`config.mk`:
```
export PLATFORM = sky130hd
export DESIGN_NAME = mem_bus_ctl
export DESIGN_NICKNAME = d
export VERILOG_FILES = /design/src/design/mem_bus_pkg.sv /design/src/design/mem_bus_ctl.sv
export VERILOG_INCLUDE_DIRS = /design/src /design/src/design
export SDC_FILE = /design/constraint.sdc
export NUM_CORES = 1
export LEC_CHECK = 0
export BUFFER_PORTS_ARGS = -buffer_cell sky130_fd_sc_hd__buf_4
export CAP_MARGIN = 10
export CORE_AREA = 3 3 40 42
export DETAILED_ROUTE_END_ITERATION = 10
export DIE_AREA = 0 0 43 45
export MAX_ROUTING_LAYER = met4
export PLACE_DENSITY = 0.78
export RECOVER_POWER = 100
export REMOVE_ABC_BUFFERS = 1
export SLEW_MARGIN = 25
export SYNTH_ARGS = -nofsm -noshare
export SYNTH_HDL_FRONTEND = slang
export SYNTH_SLANG_ARGS = --single-unit
```
`constraint.sdc`:
```
create_clock -name vclk -period 3.2
set_input_delay 0.8 -clock vclk [all_inputs]
set_output_delay 0.8 -clock vclk [all_outputs]
set_load 0.05 [all_outputs]
```
`src/design/mem_bus_cfg.svh`:
```
// Memory subsystem configuration
// RAM geometry and I/O page register address (byte addresses).

`ifndef MEM_BUS_CFG_SVH
`define MEM_BUS_CFG_SVH

// ****************************************
// RAM geometry
// ****************************************

// Depth of the RAM in 16-bit words.
`define RAM_WORDS 8192

// First byte address above the RAM (16 KB).
`define RAM_TOP 16'o040000

// ****************************************
// I/O page
// ****************************************

// Console switch register on read, display register on write.
`define CONSOLE_ADDR 16'o177570

`endif

```
`src/design/mem_bus_pkg.sv`:
```
// Memory bus package
// Shared types for the 16-bit minicomputer memory subsystem.

package mem_bus_pkg;

   // ****************************************
   // Bus word with two views
   // ****************************************

   typedef struct packed {
      logic [7:0] hi;                  // Odd byte address.
      logic [7:0] lo;                  // Even byte address.
   } byte_lanes_t;

   typedef union packed {
      logic [15:0] word;               // Whole word view.
      byte_lanes_t lanes;              // Byte lane view.
   } bus_word_t;

   // ****************************************
   // Bus fault codes
   // ****************************************

   typedef enum logic [1:0] {
      FAULT_NONE = 2'd0,               // Access completes normally.
      FAULT_ODD  = 2'd1,               // Word access on an odd byte address.
      FAULT_NXM  = 2'd2                // Nothing answers at this address.
   } fault_t;

endpackage

```
`src/design/mem_bus_ctl.sv`:
```
// Memory bus controller
// Decodes each access into RAM, I/O page or a fault, drives the device
// selects and picks the read data.

`timescale 1ns/10ps

`include "mem_bus_cfg.svh"

module mem_bus_ctl (
   input  logic                  [15:0] addr,
   input  logic                         cyc,
   input  logic                         byte_op,
   input  mem_bus_pkg::bus_word_t       ram_rdata,
   input  mem_bus_pkg::bus_word_t       io_rdata,
   output logic                         ram_sel,
   output logic                         io_sel,
   output mem_bus_pkg::fault_t          fault,
   output logic                  [15:0] rdata
);

   import mem_bus_pkg::*;

   localparam logic [15:0] RAM_TOP      = `RAM_TOP;
   localparam logic [15:0] CONSOLE_ADDR = `CONSOLE_ADDR;

   logic odd_word;                        // Word access on odd address.
   logic in_ram;                          // Address below the RAM top.
   logic in_console;                      // Either byte of the console register.

   // ****************************************
   // Address decode
   // ****************************************

   assign odd_word   = !byte_op && addr[0];
   assign in_ram     = addr < RAM_TOP;
   assign in_console = (addr == CONSOLE_ADDR) || (addr == CONSOLE_ADDR + 16'd1);

   always_comb
   begin
      ram_sel = 1'b0;
      io_sel  = 1'b0;
      fault   = FAULT_NONE;
      if (cyc)
      begin
         // Odd word check wins over the address map.
         if (odd_word)
            fault = FAULT_ODD;
         else if (in_ram)
            ram_sel = 1'b1;
         else if (in_console)
            io_sel = 1'b1;
         else
            fault = FAULT_NXM;
      end

      // Selects are exclusive and both drop on any fault.
      a_sel_onehot : assert ($onehot0({ram_sel, io_sel}))
         else $error("RAM and I/O page selected together.");
      a_sel_fault : assert (fault == FAULT_NONE || !(ram_sel || io_sel))
         else $error("Device selected during a bus fault.");
   end

   // ****************************************
   // Read data multiplexer
   // ****************************************

   always_comb
   begin
      if (ram_sel)
         rdata = ram_rdata.word;
      else if (io_sel)
         rdata = io_rdata.word;
      else
         rdata = 16'h0000;               // Idle bus or fault.
   end

endmodule

```
==> results.cfg <==
[critical_path]
max_stage_delay_ns = 0.35
setup.worst_path.start_class = input pin
critPathArrivalTime_ns = 2.26
crit_chain = buf_4 -> nand4b_2 -> nor4_4 -> clkbuf_2 -> a32o_1 -> clkbuf_2
worst_path_max_delay_cell = clkbuf_2
critical_path_required_time_ns = 2.40
endpoint_kind = output port
worstSetupPathType = in2out
critPathMaxFanout = 18
crit_top_cell = clkbuf_2

[cells_and_area]
diodes = 0
multiInputGateArea_sq_um = 264
numSequentialCells = 0
nClkBuffers = 0
regArea_sq_um = 0
final.fill_count = 125
nNetsFinal = 153
area_growth_pct = 174
final_layout_size_suffix_gt1_share_pct = 73.3
stdcell_count = 116

[placement]
final_weighted_congestion_in_routability_driven_placement = 0.706
dpl.cell_count = 116
buffer_ports.inserted = 70
placement.setup.worst_slack_ns = 0.353
detailedPlacementHpwl_um = 1330

[timing]
rsz0062_at_grt = no
timing_hold_violations_final = 0
headroom_to_the_max_slew_limit_pct = 61.0
timing.final.max_slew_violations = 0
share_of_the_clock_period_used_by_the_worst_path_pct = 95.5
worst-slew-pin-transition_ns = 0.587
max_freq_mhz = 327
final.setup.tns_ns = 0
setup_viol_count_final = 0
layout_min_cycle_time_ns = 3.06
setup_ws_ns = 0.144

[floorplan]
design.core.area_sq_um = 1280
core.rowCount = 13
die_area_sq_um = 1940
pin_count = 70
die_width_um = 43
start_util_pct = 22.8
die_height_um = 45

[logic_synthesis]
synthDominantCellAreaShare_pct = 54.7
synthMostInstantiatedCell = a32o_1
synth_seq_area_share_pct = 0
synthesis.area_per_instance_sq_um = 8.87
yosysWarnings = 0
synth_common_cells = a32o_1, buf_2, nand4b_1, nor2_1
synth.largest_area_cell = a32o_1
synth_cell_types = 15
post_synth_main_area_contributors = a32o_1, nor4_4, nand4b_1
number_of_instances_in_the_synthesized_netlist = 33
post_synth_instance_area_sq_um = 293

[clocking]
postCtsSetupBuffers = 0
post_cts_resized = 0
post_cts_hold_buffer_count = 0

[global_routing]
globalRouteOverflowTotal = 0
grt_first_pass_wirelength_um = 2320
grt_start_max_net_pins = 19
number_of_antenna_violations_at_the_first_check_in_global_routing = 0
via_count_of_the_first_global_routing_pass = 563
grt_overall_usage_pct = 15.0

[detailed_routing]
remaining_drc_errors = 0
route.final.wire_length_um = 1560
detail_route.vias_per_cell = 5.19
avgRoutedWirePerCell_um = 13.5
dr.first_iter.drc_count = 3
dr_total_vias = 602
detail-route-antenna-nets = 0
first_pass_drt_iterations = 4

[run]
max_cap_violation_count = 0

[pwr]
cellLeakagePower_uw = 0.000430
maximum_vdd_drop_mv = 0.0668
power_density_nw_per_um2 = 121

[worst_hold_path]
hold_path.class = in2out

[status]
outcome = finished clean
## critical path: cells and delay by family
family	cells	cell delay, ns
buffers and inverters	3	0.74
AOI/OAI and AO/OA	1	0.23
and+or+nand+nor	2	0.49
## routing by layer
layer	vias to the layer above	part of all wire [%]	GRT usage [%]
met5	-	0	-
met4	0	0	0
met3	0	12	3.19
met2	32	55	30.5
met1	281	33	15.7
li1	289	-	-
## path summary, 6_finish.rpt
check,start,endpoint,cells after the start
setup / recovery,addr[1],rdata[8],6
hold / removal,ram_rdata[14],rdata[14],3
## kinds of logic (layout without fill, tap and decap cells)
family	count (synthesis)	count (layout)	share of synthesized area, %
AOI/OAI and AO/OA	16	16	54.7
buffers and inverters	5	73	9.83
and+or+nand+nor	12	12	35.5
## cell usage in the layout, fill, tap and decap left out
cell / instances
and3_1: 1
nand4b_2: 1
nor2b_1: 1
clkbuf_2: 8
clkbuf_1: 1
and2_1: 1
nor4_4: 1
buf_4: 63
nor2_1: 2
nor3b_2: 1
inv_1: 1
nand2b_1: 1
nand4b_1: 2
nand3_1: 1
a32o_1: 16
## power breakdown
part	leakage (uW)	switching (uW)	total, uW	internal (uW)
combinational	0.000430	44.6	96.8	52.2
sequential	0	0	0	0
clock	0	0	0	0
## metrics by stage
| step | total power, uW | utilization, % | hold WS (ns) | cell area [sq um] |
|---|---|---|---|---|
| 2_1_floorplan | 38.3 | - | 1.86 | 268 |
| 3_3_place_gp | 97.9 | 64.4 | 1.97 | 827 |
| 3_5_place_dp | 99.2 | 64.4 | 1.97 | 827 |
| 4_1_cts | 99.4 | 64.4 | 1.97 | 827 |
| 5_1_grt | 103 | 62.5 | 1.99 | 803 |
| 6_report | 96.8 | 62.5 | 1.97 | 803 |
## layout make-up
type	count	area share, %
repair buffers	72	64.3
multi-input cells	28	32.9
well taps	15	2.34
inverters	1	0.467
Note: power is estimated with default switching activity, not from simulation.
