## src/design/mem_bus_cfg.svh

```systemverilog
// Memory subsystem configuration
// RAM geometry and I/O page register address (byte addresses).

`ifndef MEM_BUS_CFG_SVH
`define MEM_BUS_CFG_SVH

// ****************************************
// RAM geometry
// ****************************************

// Depth of the RAM in 16-bit words.
`define RAM_WORDS 8192

// First byte address above the RAM (16 KB).
`define RAM_TOP 16'o040000

// ****************************************
// I/O page
// ****************************************

// Console switch register on read, display register on write.
`define CONSOLE_ADDR 16'o177570

`endif

```

## src/design/mem_bus_pkg.sv

```systemverilog
// Memory bus package
// Shared types for the 16-bit minicomputer memory subsystem.

package mem_bus_pkg;

   // ****************************************
   // Bus word with two views
   // ****************************************

   typedef struct packed {
      logic [7:0] hi;                  // Odd byte address.
      logic [7:0] lo;                  // Even byte address.
   } byte_lanes_t;

   typedef union packed {
      logic [15:0] word;               // Whole word view.
      byte_lanes_t lanes;              // Byte lane view.
   } bus_word_t;

   // ****************************************
   // Bus fault codes
   // ****************************************

   typedef enum logic [1:0] {
      FAULT_NONE = 2'd0,               // Access completes normally.
      FAULT_ODD  = 2'd1,               // Word access on an odd byte address.
      FAULT_NXM  = 2'd2                // Nothing answers at this address.
   } fault_t;

endpackage

```

## src/design/io_page_regs.sv

```systemverilog
// Console registers on the I/O page
// Reads return the switch register. Writes load the display register.

`timescale 1ns/10ps

module io_page_regs (
   input  logic                  CLK,
   input  logic                  reset,
   input  logic                  sel,
   input  logic                  we,
   input  logic                  byte_op,
   input  logic                  byte_hi,
   input  mem_bus_pkg::bus_word_t wdata,
   input  logic [15:0]           switches,
   output mem_bus_pkg::bus_word_t rdata,
   output logic [15:0]           display
);

   import mem_bus_pkg::*;

   bus_word_t disp_q;                     // Display register.
   bus_word_t sw;                         // Switches as a bus word.

   // ****************************************
   // Switch register read
   // ****************************************

   assign sw.word = switches;

   always_comb
   begin
      if (byte_op)
      begin
         rdata.lanes.hi = 8'h00;
         rdata.lanes.lo = byte_hi ? sw.lanes.hi : sw.lanes.lo;
      end
      else
      begin
         rdata = sw;
      end
   end

   // ****************************************
   // Display register write
   // ****************************************

   always_ff @(posedge CLK)
   begin
      if (reset)
      begin
         disp_q.word <= 16'h0000;
      end
      else if (sel && we)
      begin
         if (!byte_op)
            disp_q <= wdata;                      // Whole word.
         else if (byte_hi)
            disp_q.lanes.hi <= wdata.lanes.lo;    // Odd byte.
         else
            disp_q.lanes.lo <= wdata.lanes.lo;    // Even byte.
      end
   end

   assign display = disp_q.word;

endmodule

```

## config.mk

```make
export PLATFORM = sky130hd
export DESIGN_NAME = io_page_regs
export DESIGN_NICKNAME = d
export VERILOG_FILES = /design/src/design/mem_bus_cfg.svh /design/src/design/mem_bus_pkg.sv /design/src/design/io_page_regs.sv
export SDC_FILE = /design/constraint.sdc
export NUM_CORES = 1
export LEC_CHECK = 0
export BUFFER_PORTS_ARGS = -buffer_cell sky130_fd_sc_hd__buf_2
export CORE_ASPECT_RATIO = 0.5
export CORE_MARGIN = 1
export CORE_UTILIZATION = 35
export CTS_CLUSTER_DIAMETER = 60
export DETAILED_ROUTE_END_ITERATION = 6
export PLACE_DENSITY = 0.78
export REMOVE_ABC_BUFFERS = 1
export SETUP_SLACK_MARGIN = 0.4
export SLEW_MARGIN = 20
export SYNTH_ARGS = -nofsm -noshare
export SYNTH_HDL_FRONTEND = slang
export SYNTH_SLANG_ARGS = --single-unit
export TNS_END_PERCENT = 100
```

## constraint.sdc

```tcl
create_clock -name CLK -period 1.1 [get_ports CLK]
set_input_delay 0.165 -clock CLK [delete_from_list [all_inputs] [get_ports CLK]]
set_output_delay 0.165 -clock CLK [all_outputs]
set_load 0.01 [all_outputs]
```

==> impl_metrics.py, run 1 <==
metrics = {
    "yosys": {
        "distinct_cells_synth": 15,
        "syn_area_sq_um": 925,
        "syn-instance-count": 113,
        "synthesis.area_per_instance_sq_um": 8.18,
        "ys_seq_elements": 16,
        "ys_seq_area_share_pct": 34.6,
        "synth_warnings": 0,
    },
    "cells_and_area": {
        "num_antenna_cells": 0,
        "mostFrequentLayoutCells": "49 x sky130_fd_sc_hd__buf_2, 25 x sky130_fd_sc_hd__buf_6, 16 x sky130_fd_sc_hd__nand2_1, 16 x sky130_fd_sc_hd__dfxtp_2, 15 x sky130_fd_sc_hd__buf_4",
        "layout.filler_cells": 130,
        "largest_register_ff_count": 16,
        "fin_cells": 234,
        "drive_above_1_share_pct": 79.9,
        "area.growth.synth_to_final_pct": 105,
        "most_common_library_cell_in_the_layout_ignoring_fill_and_taps": "sky130_fd_sc_hd__buf_2",
        "design.final.nets": 239,
    },
    "timing": {
        "final-max-slew-violation-count": 0,
        "finalHoldViolations": 0,
        "worst_slack_ps": 105,
        "max_clock_freq_ghz": 1.00,
        "setup_repair_after_global_routing_missed_its_margin": "true",
        "timing.final.crit_share_pct": 90.5,
        "timing.final.crit_period_ps": 995,
        "final-setup-viol-count": 0,
        "max_slew_margin_pct": 68.0,
        "tightestPinTransition_ps": 481,
        "finalClockSkew_ps": 0,
        "final_hold_slack_ps": 169,
    },
    "drt": {
        "drt_drc_violations_left": 0,
        "drtPass1Iterations": 4,
        "detail_route.wl_per_cell_um": 19.1,
        "vias": 1254,
        "totalWireLength_mm": 4.47,
        "initialDrtViolationCount": 97,
        "vias_per_std_cell": 5.36,
        "detail-route-antenna-nets": 0,
    },
    "floorplanning": {
        "floorplan.die.width_um": 74.7,
        "std_cell_rows": 12,
        "initial_utilization_pct": 39.2,
        "io_pins": 70,
        "dieArea_sq_um": 2860,
        "placeableCoreArea_sq_um": 2360,
        "fp.dieH_um": 38.3,
    },
    "placement": {
        "place.gp.congestion": 0.801,
        "place.detailed.hpwl_mm": 1.86,
        "dpl_worst_slack_ps": -154,
        "post-place-cells": 211,
        "number_of_buffers_inserted_by_port_buffering": 69,
    },
    "worst_hold_path": {
        "timing.hold.worst.class": "primary input to flip-flop",
    },
    "cts": {
        "postCtsHoldBufs": 0,
        "clock_tree.buffer_depth": 2,
        "cts_max_level": 1,
        "clk_transition_reported_paths_ps": 70,
        "clock-root-buffer": "sky130_fd_sc_hd__clkbuf_8",
        "tritoncts": "built",
        "clk_latency_ps": 260,
        "clock_sinks": 16,
        "numCtsBuffers": 3,
    },
    "worst_setup_path": {
        "timing.critical_path.arrival_ps": 830,
        "worst-path-max-fanout": 5,
        "worstSetupPathType": "primary input to output pin",
        "cp-start-kind": "primary input",
        "critical_path_required_ps": 940,
        "endpoint_kind": "output pin",
    },
    "job": {
        "max_cap_viol_count": 0,
    },
    "power": {
        "power_frac_comb_pct": 36.7,
        "finalPower_mw": 1.75,
        "power_density_nw_per_um2": 922,
        "power.share.sequential_pct": 36.9,
        "cellInternalPower_mw": 1.19,
        "ir_drop_worst_vdd_mv": 0.597,
        "power.switching_mw": 0.556,
        "static-leakage-power_nw": 0.866,
        "clkPwrFrac_pct": 26.4,
        "switching_share_pct": 31.8,
    },
    "grt": {
        "antenna_violations_before_repair": 0,
        "globalRouteTotalUtil_pct": 27.1,
        "global_route_wire_length_before_repair_mm": 5.49,
        "grt.overflow.total": 0,
        "grt_max_degree": 17,
        "via_count_of_the_first_global_routing_pass": 1112,
    },
    "outcome": {
        "run_status": "finished clean",
    },
}
## cell usage after synthesis
| cell type | count | area share (%) |
|---|---|---|
| sky130_fd_sc_hd__nand2_1 | 26 | 11 |
| sky130_fd_sc_hd__a21oi_1 | 16 | 8.7 |
| sky130_fd_sc_hd__dfxtp_1 | 16 | 35 |
| sky130_fd_sc_hd__a211oi_2 | 8 | 11 |
| sky130_fd_sc_hd__mux2i_1 | 8 | 8.7 |
| sky130_fd_sc_hd__nand3_1 | 8 | 4.3 |
| sky130_fd_sc_hd__nor2b_1 | 8 | 5.4 |
| sky130_fd_sc_hd__o21ai_0 | 8 | 4.3 |
| sky130_fd_sc_hd__buf_2 | 5 | 2.7 |
| sky130_fd_sc_hd__buf_6 | 4 | 4.9 |
| sky130_fd_sc_hd__and2_1 | 2 | 1.4 |
| sky130_fd_sc_hd__and2_4 | 1 | 0.95 |
| sky130_fd_sc_hd__buf_4 | 1 | 0.81 |
| sky130_fd_sc_hd__clkbuf_1 | 1 | 0.41 |
| sky130_fd_sc_hd__nand2b_4 | 1 | 1.5 |
## metrics by stage
| step | cell area (sq um) | utilization (%) | TNS (ps) |
|---|---|---|---|
| 6_report | 1890 | 80.3 | 0 |
| 5_1_grt | 1890 | 80.3 | 0 |
| 4_1_cts | 1730 | 73.4 | 0 |
| 3_5_place_dp | 1280 | 54.4 | -1610 |
| 3_3_place_gp | 1280 | 54.4 | -1450 |
| 2_1_floorplan | 843 | - | 0 |
## layout make-up
class | instances | area [sq um] | area share, %
clock buffer | 3 | 41.3 | 2.18
multi-input combinational | 86 | 731 | 38.6
sequential | 16 | 340 | 18.0
tap | 35 | 43.8 | 2.31
timing repair buffer | 94 | 737 | 38.9
## critical path, cell delays in order
cell and delay, ps:
sky130_fd_sc_hd__buf_8 100, sky130_fd_sc_hd__buf_6 120, sky130_fd_sc_hd__nand2_8 80, sky130_fd_sc_hd__buf_12 110
sky130_fd_sc_hd__nand2_2 50, sky130_fd_sc_hd__nand2_1 60, sky130_fd_sc_hd__buf_2 130
## power groups by stage
| stage | logic, mW | clock network (mW) | registers (mW) |
|---|---|---|---|
| 6_report | 0.641 | 0.461 | 0.644 |
| 5_1_grt | 0.675 | 0.482 | 0.645 |
| 4_1_cts | 0.532 | 0.438 | 0.639 |
| 3_5_place_dp | 0.381 | 0 | 0.638 |
| 3_3_place_gp | 0.376 | 0 | 0.637 |
| 2_1_floorplan | 0.162 | 0 | 0.653 |
## worst paths after layout
check,startpoint,slack [ps],endpoint,cells past startpoint
max,byte_op,100,rdata[6],7
min,wdata[7],170,display[7],3
max reg2reg,display[6],280,display[6],3
min reg2reg,display[4],550,display[4],2
## kinds of logic after synthesis
kind of cell           synth area share (%)
muxes                                  8.66
DFF                                    34.6
buffers and inverters                  8.79
AOI/OAI and AO/OA                      23.8
and+or+nand+nor                        24.1
## layer usage
metal / GRT usage, % / share of wire [%] / up-vias
li1: - / - / 564
met1: 30.8 / 41 / 614
met2: 48.4 / 50 / 66
met3: 7.63 / 6.1 / 10
met4: 12.3 / 2.3 / 0
met5: 0 / 0 / -
## repair_timing
item                                    CTS  global route
pin swaps                                16            21
endpoints found under the setup margin   48            48
cloned                                    1             0
buffers inserted                         15             4
resized for setup                        69            29
(Power assumes the default switching activity.)
==> run 2: changes to the inputs <==
Settings changed: BUFFER_PORTS_ARGS -buffer_cell sky130_fd_sc_hd__buf_2 to not set, CORE_ASPECT_RATIO 0.5 to not set, CORE_UTILIZATION 35 to 45, DONT_BUFFER_PORTS set to 1, PLACE_DENSITY 0.78 to 0.66.
==> run 2 against run 1 <==
Net effect: the flow now finishes with violations (hold timing); sequential cell count stayed put; register-to-register slack better by 130 ps; non-clock buffer count is 87 lower; die area is 22% lower; utilization is 25 points lower; total power is 26% lower; count of clock-buffer cells in the layout is 1 higher; combinational power is 63% lower; global-route usage is 7.6 points lower; clock skew stayed put; critical endpoint is now display[14]; largest cell class is now multi-input combinational cells.
==> impl_metrics.py, run 2 (synthesis gave the netlist of run 1 again) <==
metrics = {
    "outcome": {
        "run_status": "complete, but fails checks",
        "violations": "hold timing",
    },
    "cells_and_area": {
        "design.final.nets": 153,
        "drive_above_1_share_pct": 49.1,
        "most_common_library_cell_in_the_layout_ignoring_fill_and_taps": "sky130_fd_sc_hd__dfxtp_2",
        "largest_register_ff_count": 16,
        "num_antenna_cells": 0,
        "mostFrequentLayoutCells": "15 x sky130_fd_sc_hd__dfxtp_2, 14 x sky130_fd_sc_hd__nand2_2, 14 x sky130_fd_sc_hd__a21oi_1, 11 x sky130_fd_sc_hd__nand2_1",
        "finish.instance_area_sq_um": 1070,
        "post-route-util_pct": 55.1,
        "area.growth.synth_to_final_pct": 15.7,
    },
    "power": {
        "power_density_nw_per_um2": 1200,
        "ir_drop_worst_vdd_mv": 0.676,
        "static-leakage-power_nw": 0.416,
        "finalPower_mw": 1.29,
    },
    "drt": {
        "drt_drc_violations_left": 0,
        "drtPass1Iterations": 5,
        "detail_route.wl_per_cell_um": 16.4,
        "vias": 828,
        "detail-route-antenna-nets": 0,
        "totalWireLength_mm": 2.31,
        "initialDrtViolationCount": 5,
        "vias_per_std_cell": 5.87,
    },
    "floorplanning": {
        "floorplan.die.width_um": 47.3,
        "placeableCoreArea_sq_um": 1940,
        "fp.dieH_um": 47.3,
        "std_cell_rows": 16,
        "io_pins": 70,
        "initial_utilization_pct": 47.6,
        "dieArea_sq_um": 2240,
    },
    "placement": {
        "number_of_buffers_inserted_by_port_buffering": 0,
        "place.detailed.hpwl_mm": 1.51,
        "placed_area_sq_um": 905,
        "place.gp.congestion": 0.767,
    },
    "worst_setup_path": {
        "worstSetupPathType": "flip-flop to output pin",
        "critical_path_required_ps": 940,
        "worst-path-max-fanout": 2,
        "timing.critical_path.arrival_ps": 670,
        "cp-start-kind": "flip-flop",
        "endpoint_kind": "output pin",
    },
    "grt": {
        "via_count_of_the_first_global_routing_pass": 707,
        "antenna_violations_before_repair": 0,
        "global_route_wire_length_before_repair_mm": 3.02,
        "grt_max_degree": 21,
        "globalRouteTotalUtil_pct": 19.5,
        "grt.overflow.total": 0,
    },
    "timing": {
        "final_hold_slack_ps": -87.2,
        "tightestPinTransition_ps": 280,
        "final-setup-viol-count": 0,
        "finalHoldViolations": 16,
        "max_slew_margin_pct": 81.3,
        "final-max-slew-violation-count": 0,
        "setup_repair_after_global_routing_missed_its_margin": "true",
        "timing.final.crit_share_pct": 76.3,
        "setup_tns_ps": 0,
        "finalClockSkew_ps": 0,
        "timing.final.crit_period_ps": 839,
        "max_clock_freq_ghz": 1.19,
    },
    "cts": {
        "clock-root-buffer": "sky130_fd_sc_hd__clkbuf_4",
        "clk_latency_ps": 300,
        "clock_tree.buffer_depth": 2,
        "clk_transition_reported_paths_ps": 100,
        "numCtsBuffers": 3,
        "clock_sinks": 16,
        "cts_max_level": 1,
        "tritoncts": "built",
    },
    "job": {
        "max_cap_viol_count": 0,
    },
    "worst_hold_path": {
        "timing.hold.worst.class": "primary input to flip-flop",
    },
}
-- run 2: power breakdown --
group	internal [mW]	switching [mW]
Sequential	0.616	0.0357
Clock	0.202	0.196
Combinational	0.108	0.130
-- run 2: cell type report --
cell class                 instances  area [sq um]
multi-input combinational         87           584
tap                               27          33.8
clock buffer                       4          36.3
sequential                        16           343
fill                             184           872
timing repair buffer               7          72.6
-- run 2: worst paths after layout --
path              slack, ps         from  depth (start not counted)           to
setup / recovery        260  display[14]                          0  display[14]
hold / removal          -90        reset                          1   display[0]
setup reg to reg        410   display[9]                          2   display[9]
hold reg to reg         500   display[5]                          2   display[5]
-- run 2: worst reg2reg max path, stage by stage (launching register included) --
cell and delay, ps:
sky130_fd_sc_hd__dfxtp_2 370, sky130_fd_sc_hd__a21oi_1 60, sky130_fd_sc_hd__a211oi_2 180
-- run 2: metrics by stage --
stage / cells / worst slack [ps]
after global routing: 141 / 242
after global placement: 131 / 125
after floorplan: 102 / 88.8
final: 141 / 261
after CTS: 139 / 267
after detailed placement: 131 / 70.0
-- run 2: metal layers --
layer / track usage [%] / vias up / share of wire [%]
met4: 10.3 / 0 / 2.4
met5: 0 / - / 0
li1: - / 389 / -
met2: 35.1 / 58 / 51
met3: 4.62 / 7 / 10
met1: 20.9 / 374 / 37
-- run 2: what timing repair did --
action / 4_1_cts / 5_1_grt
pin swaps: 1 / 18
hold endpoints to repair: 16 / 16
endpoints found under the setup margin: 40 / 37
gates resized for setup: 21 / 21
gates cloned: 1 / 1
buffers inserted: 3 / 1
==> run 3: changes to the inputs <==
Settings changed: PLACE_DENSITY 0.66 to 0.64.
Clock period 1.1 ns to 0.8 ns, I/O delays scaled along.
==> run 3 against run 2 <==
Net effect: the run ends with DRC, hold timing, setup timing left; utilization rose by 23 points; sequential power is 36% higher; clock power rose by 33%; via count is 8.9% higher; largest cell class unchanged.
==> impl_metrics.py, run 3 (synthesis gave the netlist of run 1 again) <==
metrics = {
    "power": {
        "power_density_nw_per_um2": 1320,
        "static-leakage-power_nw": 0.650,
        "ir_drop_worst_vdd_mv": 1.20,
    },
    "floorplanning": {
        "io_pins": 70,
        "fp.dieH_um": 47.3,
        "floorplan.die.width_um": 47.3,
        "dieArea_sq_um": 2240,
        "placeableCoreArea_sq_um": 1940,
        "initial_utilization_pct": 47.6,
        "std_cell_rows": 16,
    },
    "timing": {
        "timing.final.crit_share_pct": 109,
        "tightestPinTransition_ps": 268,
        "worst_slack_ps": -71.2,
        "max_slew_margin_pct": 82.1,
        "finalHoldViolations": 16,
        "final-max-slew-violation-count": 0,
        "final_hold_slack_ps": -118,
        "final-setup-viol-count": 16,
        "setup_repair_after_global_routing_missed_its_margin": "true",
        "timing.final.crit_period_ps": 871,
        "finalClockSkew_ps": 0,
        "max_clock_freq_ghz": 1.15,
    },
    "outcome": {
        "run_status": "complete, but fails checks",
        "violations": "DRC, hold timing, setup timing",
    },
    "placement": {
        "dpl_worst_slack_ps": -178,
        "number_of_buffers_inserted_by_port_buffering": 0,
        "placed_area_sq_um": 1040,
        "place.gp.congestion": 0.722,
        "place.detailed.hpwl_mm": 1.57,
    },
    "cells_and_area": {
        "layout.filler_cells": 137,
        "num_antenna_cells": 0,
        "drive_above_1_share_pct": 74.4,
        "design.final.nets": 172,
        "area.growth.synth_to_final_pct": 63.7,
        "seq_area_sq_um": 340,
        "post-route-util_pct": 78.0,
        "mostFrequentLayoutCells": "18 x sky130_fd_sc_hd__buf_6, 16 x sky130_fd_sc_hd__nand2_4, 16 x sky130_fd_sc_hd__dfxtp_2",
        "finish.instance_area_sq_um": 1510,
        "multi_input_area_sq_um": 796,
        "largest_register_ff_count": 16,
        "most_common_library_cell_in_the_layout_ignoring_fill_and_taps": "sky130_fd_sc_hd__buf_6",
    },
    "drt": {
        "detail_route.wl_per_cell_um": 17.4,
        "initialDrtViolationCount": 17,
        "drtPass1Iterations": 5,
        "drt_drc_violations_left": 1,
        "detail-route-antenna-nets": 0,
        "vias_per_std_cell": 5.64,
        "totalWireLength_mm": 2.78,
        "vias": 902,
    },
    "cts": {
        "clk_transition_reported_paths_ps": 90,
        "numCtsBuffers": 3,
        "clock_tree.buffer_depth": 2,
        "tritoncts": "built",
        "clock_sinks": 16,
        "clk_latency_ps": 280,
        "cts_max_level": 1,
        "clock-root-buffer": "sky130_fd_sc_hd__clkbuf_4",
    },
    "grt": {
        "via_count_of_the_first_global_routing_pass": 788,
        "grt_max_degree": 21,
        "grt.overflow.total": 0,
        "antenna_violations_before_repair": 0,
        "globalRouteTotalUtil_pct": 20.8,
        "global_route_wire_length_before_repair_mm": 3.23,
    },
    "worst_setup_path": {
        "ff2ff_path_depth": 3,
        "worstSetupStartpoint": "display[9]",
        "cp-start-kind": "flip-flop",
        "timing.critical_path.max_delay_family": "flip-flops",
        "worst-r2r-setup-slack_ps": 80,
        "crit_slowest_cell": "sky130_fd_sc_hd__dfxtp_2",
        "worst-path-max-fanout": 2,
        "endpoint_kind": "output pin",
        "reg2reg_from": "display[11]",
        "critical_path.n_buffers_inverters": 1,
        "critical_path.max_stage_delay_ps": 360,
        "worst_r2r_end": "display[11]",
        "critical_path_required_ps": 680,
        "critical_path_depth": 1,
        "timing.critical_path.arrival_ps": 750,
        "worstSetupPathType": "flip-flop to output pin",
        "crit_path_cells": "buf_6",
        "critPathCapture": "display[9]",
    },
    "worst_hold_path": {
        "worstHoldPathCells": 1,
        "timing.hold.worst.class": "primary input to flip-flop",
    },
    "job": {
        "max_cap_viol_count": 0,
    },
}
## run 3: layout make-up
class | instances | area share, %
Clock buffer | 4 | 2.40
Multi-Input combinational cell | 87 | 52.6
Sequential cell | 16 | 22.5
Tap cell | 27 | 2.23
Timing Repair Buffer | 26 | 20.3
## run 3: repair_timing
action,CTS,global route
resized for setup,92,23
gates cloned,2,0
endpoints found under the hold margin,16,16
buffers inserted,2,4
endpoints found under the setup margin,48,44
pin swaps,33,17
## run 3: metal layers
layer,vias up,routed length (um),track usage (%)
met4,0,0,6.86
met1,424,1070,22.3
met5,-,0,0
li1,426,-,-
met2,52,1430,40.5
met3,0,279,3.08
## run 3: worst min path at each step
stage          start     endpoint
2_1_floorplan  reset  display[10]
3_3_place_gp   reset   display[9]
3_5_place_dp   reset  display[15]
4_1_cts        reset  display[15]
5_1_grt        reset   display[0]
6_report       reset   display[6]
## run 3: stage by stage
step | TNS [ps] | power, mW | cells
global placement | -1200 | 1.24 | 148
CTS | -904 | 1.91 | 156
floorplan | -1330 | 1.12 | 102
detailed placement | -1880 | 1.25 | 148
global route | -1270 | 2.07 | 160
finish | -904 | 2.00 | 160
## run 3: where the power goes
group | leakage (nW) | internal, mW | switching [mW]
Clock | 0.0210 | 0.277 | 0.254
Combinational | 0.491 | 0.314 | 0.271
Sequential | 0.138 | 0.849 | 0.0359
Total | 0.650 | 1.44 | 0.561
